<file path="src/game_pkg.sv">
// Game menu shared definitions
`default_nettype none

package game_pkg;

    // ====================
    // raster timing, 800x600 at 60 Hz
    // ====================

    // horizontal counts in pixels.
    localparam integer HOR_PIXELS     = 800;
    localparam integer HOR_TOTAL      = 1056;
    localparam integer HOR_SYNC_START = 840;
    localparam integer HOR_SYNC_END   = 968;

    // vertical counts in lines.
    localparam integer VER_PIXELS     = 600;
    localparam integer VER_TOTAL      = 628;
    localparam integer VER_SYNC_START = 601;
    localparam integer VER_SYNC_END   = 605;

    // ====================
    // button geometry
    // ====================

    localparam integer BTN_W      = 125;
    localparam integer BTN_H      = 75;
    // centred horizontally, upper third vertically.
    localparam integer BTN_X      = (HOR_PIXELS - BTN_W) / 2;
    localparam integer BTN_Y      = (VER_PIXELS - BTN_H) / 3;
    localparam integer BTN_BORDER = 2;

    // dead time after an accepted click, in cycles.
    localparam integer CLICK_COOLDOWN = 20;
    localparam integer COOLDOWN_W     = $clog2(CLICK_COOLDOWN + 1);

    // ====================
    // colours, 4 bits per channel
    // ====================

    localparam logic [11:0] COLOR_BG     = 12'h124;
    localparam logic [11:0] COLOR_BORDER = 12'hFFF;
    localparam logic [11:0] COLOR_START  = 12'h0A0;
    localparam logic [11:0] COLOR_AGAIN  = 12'hA00;
    localparam logic [11:0] COLOR_BLANK  = 12'h000;

    // ====================
    // types
    // ====================

    // one raster beat, passed between all stages.
    typedef struct packed {
        logic [10:0] hcount;
        logic [9:0]  vcount;
        logic        hsync;
        logic        vsync;
        logic        hblnk;
        logic        vblnk;
        logic [11:0] rgb;
    } vga_beat_t;

    typedef enum logic [1:0] {
        GAME_MENU = 2'd0,
        GAME_PLAY = 2'd1,
        GAME_OVER = 2'd2
    } game_state_t;

    // zero means no class chosen yet.
    typedef logic [1:0] char_class_t;

endpackage

`default_nettype wire

</file>
<file path="src/draw_background.sv">
// Playfield background stage
`timescale 1ns/1ps
`default_nettype none

module draw_background (
    input  wire                   clk,
    input  wire                   rst,
    input  wire game_pkg::vga_beat_t beat_in,
    output game_pkg::vga_beat_t   beat_out
);
    import game_pkg::*;

    logic        visible;
    logic [11:0] rgb_nxt;

    // black outside the active area.
    assign visible = !beat_in.hblnk && !beat_in.vblnk;
    assign rgb_nxt = visible ? COLOR_BG : COLOR_BLANK;

    // one cycle delay, timing fields follow the colour.
    always_ff @(posedge clk) begin
        if (rst) begin
            beat_out <= '0;
        end else begin
            beat_out     <= beat_in;
            beat_out.rgb <= rgb_nxt;
        end
    end

endmodule

`default_nettype wire

</file>
<file path="src/game_control.sv">
// Game state controller
`timescale 1ns/1ps
`default_nettype none

module game_control (
    input  wire                    clk,
    input  wire                    rst,
    input  wire                    game_start,
    input  wire                    game_over,
    output game_pkg::game_state_t  state
);
    import game_pkg::*;

    game_state_t state_nxt;

    // ====================
    // next state
    // ====================

    always_comb begin
        state_nxt = state;
        case (state)
            GAME_MENU: begin
                if (game_start) begin
                    state_nxt = GAME_PLAY;
                end
            end
            GAME_PLAY: begin
                if (game_over) begin
                    state_nxt = GAME_OVER;
                end
            end
            GAME_OVER: begin
                if (game_start) begin
                    state_nxt = GAME_MENU;
                end
            end
            default: state_nxt = GAME_MENU;
        endcase
    end

    always_ff @(posedge clk) begin
        if (rst) begin
            state <= GAME_MENU;
        end else begin
            state <= state_nxt;
        end
    end

    // encoding 3 is unused.
    a_state_legal: assert property (
        @(posedge clk) disable iff (rst)
        state inside {GAME_MENU, GAME_PLAY, GAME_OVER}
    ) else $error("illegal game state %0d", state);

endmodule

`default_nettype wire

</file>
<file path="src/game_screen.sv">
// Start and restart button overlay
`timescale 1ns/1ps
`default_nettype none

module game_screen (
    input  wire                      clk,
    input  wire                      rst,
    input  wire game_pkg::game_state_t state,
    input  wire game_pkg::char_class_t char_class,
    input  wire game_pkg::char_class_t player_2_class,
    input  wire                      player_2_valid,
    input  wire [11:0]               mouse_x,
    input  wire [11:0]               mouse_y,
    input  wire                      mouse_clicked,
    output logic                     game_start,
    input  wire game_pkg::vga_beat_t beat_in,
    output game_pkg::vga_beat_t      beat_out
);
    import game_pkg::*;

    logic                  pix_in_rect;
    logic                  pix_on_border;
    logic [10:0]           rel_x;
    logic [9:0]            rel_y;
    logic [11:0]           rgb_nxt;
    logic                  click_in_rect;
    logic                  classes_ok;
    logic                  state_ok;
    logic                  click_ok;
    logic [COOLDOWN_W-1:0] cooldown;

    // ====================
    // button drawing
    // ====================

    assign pix_in_rect = (beat_in.hcount >= BTN_X) && (beat_in.hcount < BTN_X + BTN_W) &&
                         (beat_in.vcount >= BTN_Y) && (beat_in.vcount < BTN_Y + BTN_H);

    // offsets from the top-left corner, only meaningful inside the rectangle.
    assign rel_x = beat_in.hcount - 11'(BTN_X);
    assign rel_y = beat_in.vcount - 10'(BTN_Y);

    assign pix_on_border = (rel_x < BTN_BORDER) || (rel_x >= BTN_W - BTN_BORDER) ||
                           (rel_y < BTN_BORDER) || (rel_y >= BTN_H - BTN_BORDER);

    always_comb begin
        rgb_nxt = beat_in.rgb;
        if (pix_in_rect) begin
            case (state)
                GAME_MENU: rgb_nxt = pix_on_border ? COLOR_BORDER : COLOR_START;
                GAME_OVER: rgb_nxt = pix_on_border ? COLOR_BORDER : COLOR_AGAIN;
                default:   rgb_nxt = beat_in.rgb;
            endcase
        end
    end

    always_ff @(posedge clk) begin
        if (rst) begin
            beat_out <= '0;
        end else begin
            beat_out     <= beat_in;
            beat_out.rgb <= rgb_nxt;
        end
    end

    // ====================
    // click detection
    // ====================

    assign click_in_rect = (mouse_x >= BTN_X) && (mouse_x < BTN_X + BTN_W) &&
                           (mouse_y >= BTN_Y) && (mouse_y < BTN_Y + BTN_H);

    // player 2 must pick a different, non-zero class when present.
    always_comb begin
        classes_ok = (char_class != '0);
        if (player_2_valid) begin
            classes_ok = classes_ok && (player_2_class != '0) &&
                         (player_2_class != char_class);
        end
    end

    assign state_ok = (state == GAME_OVER) || ((state == GAME_MENU) && classes_ok);
    assign click_ok = mouse_clicked && click_in_rect && (cooldown == '0) && state_ok;

    always_ff @(posedge clk) begin
        if (rst) begin
            game_start <= 1'b0;
            cooldown   <= '0;
        end else begin
            game_start <= click_ok;
            if (click_ok) begin
                cooldown <= COOLDOWN_W'(CLICK_COOLDOWN);
            end else if (cooldown != '0) begin
                cooldown <= cooldown - 1'b1;
            end
        end
    end

    // cooldown keeps the start pulse to a single cycle.
    a_start_single: assert property (
        @(posedge clk) disable iff (rst)
        game_start |=> !game_start
    ) else $error("game_start held for more than one cycle");

    // state from game_control has not yet moved when the pulse is seen.
    a_start_not_play: assert property (
        @(posedge clk) disable iff (rst)
        game_start |-> (state != GAME_PLAY)
    ) else $error("game_start raised during play");

endmodule

`default_nettype wire

</file>
<file path="src/game_top.sv">
// Game menu top level
`timescale 1ns/1ps
`default_nettype none

module game_top (
    input  wire                      clk,
    input  wire                      rst,
    input  wire [11:0]               mouse_x,
    input  wire [11:0]               mouse_y,
    input  wire                      mouse_clicked,
    input  wire game_pkg::char_class_t char_class,
    input  wire game_pkg::char_class_t player_2_class,
    input  wire                      player_2_valid,
    input  wire                      game_over,
    output game_pkg::game_state_t    state,
    output game_pkg::vga_beat_t      vga
);
    import game_pkg::*;

    // raster links between stages.
    vga_beat_t beat_timing;
    vga_beat_t beat_bg;
    logic      game_start;

    vga_timing u_vga_timing (
        .clk  (clk),
        .rst  (rst),
        .beat (beat_timing)
    );

    draw_background u_draw_background (
        .clk      (clk),
        .rst      (rst),
        .beat_in  (beat_timing),
        .beat_out (beat_bg)
    );

    game_screen u_game_screen (
        .clk            (clk),
        .rst            (rst),
        .state          (state),
        .char_class     (char_class),
        .player_2_class (player_2_class),
        .player_2_valid (player_2_valid),
        .mouse_x        (mouse_x),
        .mouse_y        (mouse_y),
        .mouse_clicked  (mouse_clicked),
        .game_start     (game_start),
        .beat_in        (beat_bg),
        .beat_out       (vga)
    );

    game_control u_game_control (
        .clk        (clk),
        .rst        (rst),
        .game_start (game_start),
        .game_over  (game_over),
        .state      (state)
    );

endmodule

`default_nettype wire

</file>
<file path="src/vga_timing.sv">
// VGA raster timing generator
`timescale 1ns/1ps
`default_nettype none

module vga_timing (
    input  wire                   clk,
    input  wire                   rst,
    output game_pkg::vga_beat_t   beat
);
    import game_pkg::*;

    logic [10:0] hcount_nxt;
    logic [9:0]  vcount_nxt;
    logic        line_end;
    logic        frame_end;

    // ====================
    // next position
    // ====================

    assign line_end  = (beat.hcount == 11'(HOR_TOTAL - 1));
    assign frame_end = (beat.vcount == 10'(VER_TOTAL - 1));

    always_comb begin
        hcount_nxt = beat.hcount + 11'd1;
        vcount_nxt = beat.vcount;
        if (line_end) begin
            hcount_nxt = '0;
            if (frame_end) begin
                vcount_nxt = '0;
            end else begin
                vcount_nxt = beat.vcount + 10'd1;
            end
        end
    end

    // ====================
    // beat register
    // ====================

    // sync and blank are decoded from the next position,
    // so every field of the beat lines up in the same cycle.
    always_ff @(posedge clk) begin
        if (rst) begin
            beat <= '0;
        end else begin
            beat.hcount <= hcount_nxt;
            beat.vcount <= vcount_nxt;
            beat.hsync  <= (hcount_nxt >= HOR_SYNC_START) && (hcount_nxt < HOR_SYNC_END);
            beat.vsync  <= (vcount_nxt >= VER_SYNC_START) && (vcount_nxt < VER_SYNC_END);
            beat.hblnk  <= (hcount_nxt >= HOR_PIXELS);
            beat.vblnk  <= (vcount_nxt >= VER_PIXELS);
            beat.rgb    <= COLOR_BLANK;
        end
    end

    // counter stays in range.
    a_hcount_range: assert property (
        @(posedge clk) disable iff (rst)
        beat.hcount < 11'(HOR_TOTAL)
    ) else $error("hcount out of range: %0d", beat.hcount);

endmodule

`default_nettype wire

</file>
<file path="config.mk">
export PLATFORM = sky130hd
export DESIGN_NAME = game_top
export DESIGN_NICKNAME = d
export VERILOG_FILES = /design/src/game_pkg.sv /design/src/draw_background.sv /design/src/game_control.sv /design/src/game_screen.sv /design/src/game_top.sv /design/src/vga_timing.sv
export SDC_FILE = /design/constraint.sdc
export NUM_CORES = 1
export LEC_CHECK = 0
export BUFFER_PORTS_ARGS = -buffer_cell sky130_fd_sc_hd__buf_2
export CORE_AREA = 2 2 86 88
export CTS_BUF_LIST = sky130_fd_sc_hd__clkbuf_16
export CTS_CLUSTER_SIZE = 25
export DETAILED_ROUTE_END_ITERATION = 12
export DIE_AREA = 0 0 88 90
export GPL_TIMING_DRIVEN = 0
export PLACE_DENSITY = 0.83
export RECOVER_POWER = 50
export SLEW_MARGIN = 20
export SYNTH_ARGS = -nofsm -noshare
export SYNTH_HDL_FRONTEND = slang
export SYNTH_SLANG_ARGS = --single-unit
</file>
<file path="constraint.sdc">
create_clock -name clk -period 5.2 [get_ports clk]
set_input_delay 0.26 -clock clk [delete_from_list [all_inputs] [get_ports clk]]
set_output_delay 0.26 -clock clk [all_outputs]
set_load 0.05 [all_outputs]
</file>
==> impl_metrics.env <==
export IMPL_status="finished clean"
export IMPL_wire_per_inst_um=13.9
export IMPL_fin_setup_tns_ns=0
export IMPL_crit_fanout=8
export IMPL_hold_viol=0
export IMPL_clockRootBuffer="clkbuf_16"
export IMPL_max_cap_violations=0
export IMPL_fin_crit_ns=2.99
export IMPL_seq_area_mm2=0.00178
export IMPL_layout_cells_most_common="dfxtp_1"
export IMPL_cts_resized=0
export IMPL_start_util=0.578
export IMPL_grt_first_pass_wirelength_um=14900
export IMPL_fp_dieW_um=88
export IMPL_clkSlewWorstSetupHoldPaths_ns=0.06
export IMPL_netlist_instances=461
export IMPL_diodes=0
export IMPL_synth_seq_area_share=0.439
export IMPL_grt_overflow=0
export IMPL_synth_cell_types=62
export IMPL_firstDrtPassIters=5
export IMPL_drc=0
export IMPL_setup_viol_count_final=0
export IMPL_nNetsFinal=585
export IMPL_antenna_found_initial=0
export IMPL_path_class="reg -> reg"
export IMPL_hold_path_startpoint="game_over"
export IMPL_min_to="u_game_control.state[0]"
export IMPL_slew_headroom=0.453
export IMPL_syn_nets=503
export IMPL_io_pins=72
export IMPL_antenna_left=0
export IMPL_reg2reg_from="u_draw_background.beat_out[27]"
export IMPL_die_area_mm2=0.00792
export IMPL_powerDensity_mw_per_mm2=310
export IMPL_drive_gt1_frac=0.150
export IMPL_hp_class="in -> reg"
export IMPL_cts_tree="built"
export IMPL_std_cell_rows=31
export IMPL_dp_cells=631
export IMPL_worstSetupStartpoint="u_draw_background.beat_out[27]"
export IMPL_portBuffers=71
export IMPL_clk_latency_ns=0.34
export IMPL_syn_to_final_growth_pct=18.5
export IMPL_place_hpwl_um=6280
export IMPL_finalCritPeriodShare=0.574
export IMPL_grt_pass1_vias=3295
export IMPL_skew_ns=0.00624
export IMPL_worstRegToRegCells=8
export IMPL_fin_cells=647
export IMPL_core_mm2=0.00702
export IMPL_p_leak_nw=1.91
export IMPL_cts_hold_buf=0
export IMPL_synthFlopType="dfxtp_1"
export IMPL_wl_um=9020
export IMPL_cts_sinks=89
export IMPL_h_tree_depth=3
export IMPL_ys_async_sr_fraction=0
export IMPL_ys_seq_elements=89
export IMPL_tightest_slew_ns=0.813
export IMPL_die_height_um=90
export IMPL_viasPerCell=5.57
export IMPL_rsz0062_at_grt="no"
export IMPL_cts_buffers=9
export IMPL_num_vias=3603
export IMPL_maxSlewViolCount=0
export IMPL_multi_input_area_mm2=0.00208
export IMPL_drt_iter0_drc=240
export IMPL_nFillCells=553
export IMPL_gp_congestion=0.910
export IMPL_r2r_end="u_game_screen.beat_out[7]"
export IMPL_post_cts_buffers=0
export IMPL_cp_start_kind="flip-flop"
export IMPL_synth_area_mm2=0.00406
export IMPL_track_usage=0.234
export IMPL_peakVddDrop_uv=197
export IMPL_cts_max_path_buffers=2
export IMPL_ys_warn_count=0
export IMPL_endpoint_kind="flip-flop"
export IMPL_power_w=0.00149
export IMPL_synth_edf_count=0
export IMPL_crit_arrival_ns=3.15
export IMPL_post_synth_cell_area_avg_um2=8.80
export IMPL_worstPathRequired_ns=5.37
export IMPL_layout_common_cells="dfxtp_1, nor2_1, buf_2, nor2b_1, clkbuf_1"
export IMPL_hold_depth=2
export IMPL_regToRegSetupSlack_ns=2.21
export IMPL_fmax_mhz=335
export IMPL_grt_max_degree=17
==> metrics by stage <==
step,hold WS [ns],setup slack [ns],utilization,area [um2]
floorplan,0.378,2.79,-,4060
global placement,0.401,2.50,0.646,4540
detailed placement,0.402,2.38,0.646,4540
CTS,0.139,2.29,0.690,4840
global route,0.160,1.98,0.685,4810
finish,0.140,2.21,0.685,4810
==> layer usage <==
layer  track usage  up-vias  routed length, um
met3        0.0331       23                569
li1              -     1779                  -
met4        0.0923        0                202
met1         0.307     1653               3960
met2         0.384      148               4290
met5             0        -                  0
==> worst max-delay path, cell delays in order (launching register included) <==
cell	delay [ns]
dfxtp_1	0.37
inv_1	0.14
ha_1	0.31
nor4b_1	0.55
nor2_1	0.19
mux2i_1	0.18
a21oi_1	0.09
nor4_1	0.72
a41oi_1	0.25
==> cells by family (layout without fill, tap and decap cells) <==
| family | after synthesis | count (layout) | share of synthesized area |
|---|---|---|---|
| simple gates | 213 | 213 | 0.293 |
| flops | 89 | 89 | 0.439 |
| compound gates | 76 | 76 | 0.124 |
| buf+inv | 44 | 131 | 0.0496 |
| xor+xnor | 25 | 25 | 0.0539 |
| fa+ha+maj | 9 | 9 | 0.0277 |
| mux | 5 | 5 | 0.0126 |
==> how the worst max path moves through the flow <==
stage / end / cells after the start / slack (ns)
6_report: u_game_screen.beat_out[7] / 8 / 2.21
3_5_place_dp: u_game_screen.beat_out[7] / 8 / 2.38
3_3_place_gp: u_vga_timing.beat[14] / 8 / 2.50
4_1_cts: u_game_screen.beat_out[7] / 8 / 2.29
5_1_grt: u_game_screen.beat_out[7] / 8 / 1.98
2_1_floorplan: u_vga_timing.beat[14] / 8 / 2.79
==> Yosys cell counts (3+ instances only) <==
cell type / instances / area share
nand4_1: 9 / 0.014
dfxtp_1: 89 / 0.44
a31oi_1: 3 / 0.0046
nor2_1: 51 / 0.047
nand2_1: 25 / 0.023
nor3_1: 18 / 0.022
xor2_1: 12 / 0.026
nand2b_1: 5 / 0.0077
nor2b_1: 44 / 0.068
and3b_1: 4 / 0.0086
o32ai_1: 4 / 0.0086
and4_1: 3 / 0.0065
a21o_1: 3 / 0.0055
clkbuf_1: 15 / 0.014
buf_4: 7 / 0.013
and3_1: 3 / 0.0046
xnor2_1: 13 / 0.028
nor4b_1: 4 / 0.0086
or3_1: 6 / 0.0092
o21ai_0: 17 / 0.021
mux2i_1: 4 / 0.0099
nand3_1: 11 / 0.014
a21oi_1: 21 / 0.026
a22oi_1: 5 / 0.0092
or4_1: 3 / 0.0055
inv_1: 17 / 0.016
ha_1: 9 / 0.028
nor3b_1: 3 / 0.0055
nor4_1: 9 / 0.014
==> final cells by class <==
type                    count  area share
flip-flops and latches     89       0.370
clock buffers               9      0.0468
repair buffers             71      0.0674
clock inverters             7      0.0161
plain buffers              27      0.0286
well taps                  99      0.0258
inverters                  17      0.0133
multi-input cells         328       0.432
==> registers in the layout (all words and copies together), names as in the netlist <==
register	flops
u_draw_background.beat_out	26
u_game_screen.cooldown	5
u_game_screen.beat_out	30
u_vga_timing.beat	25
u_game_control.state	2
u_game_screen.game_start	1
==> report_power, final <==
part           total (W)  switching, W  internal [W]
combinational   0.000128     0.0000723     0.0000554
clock           0.000652      0.000275      0.000377
sequential      0.000711     0.0000135      0.000698
total            0.00149      0.000361       0.00113
Power figures use the tool's default switching activity.
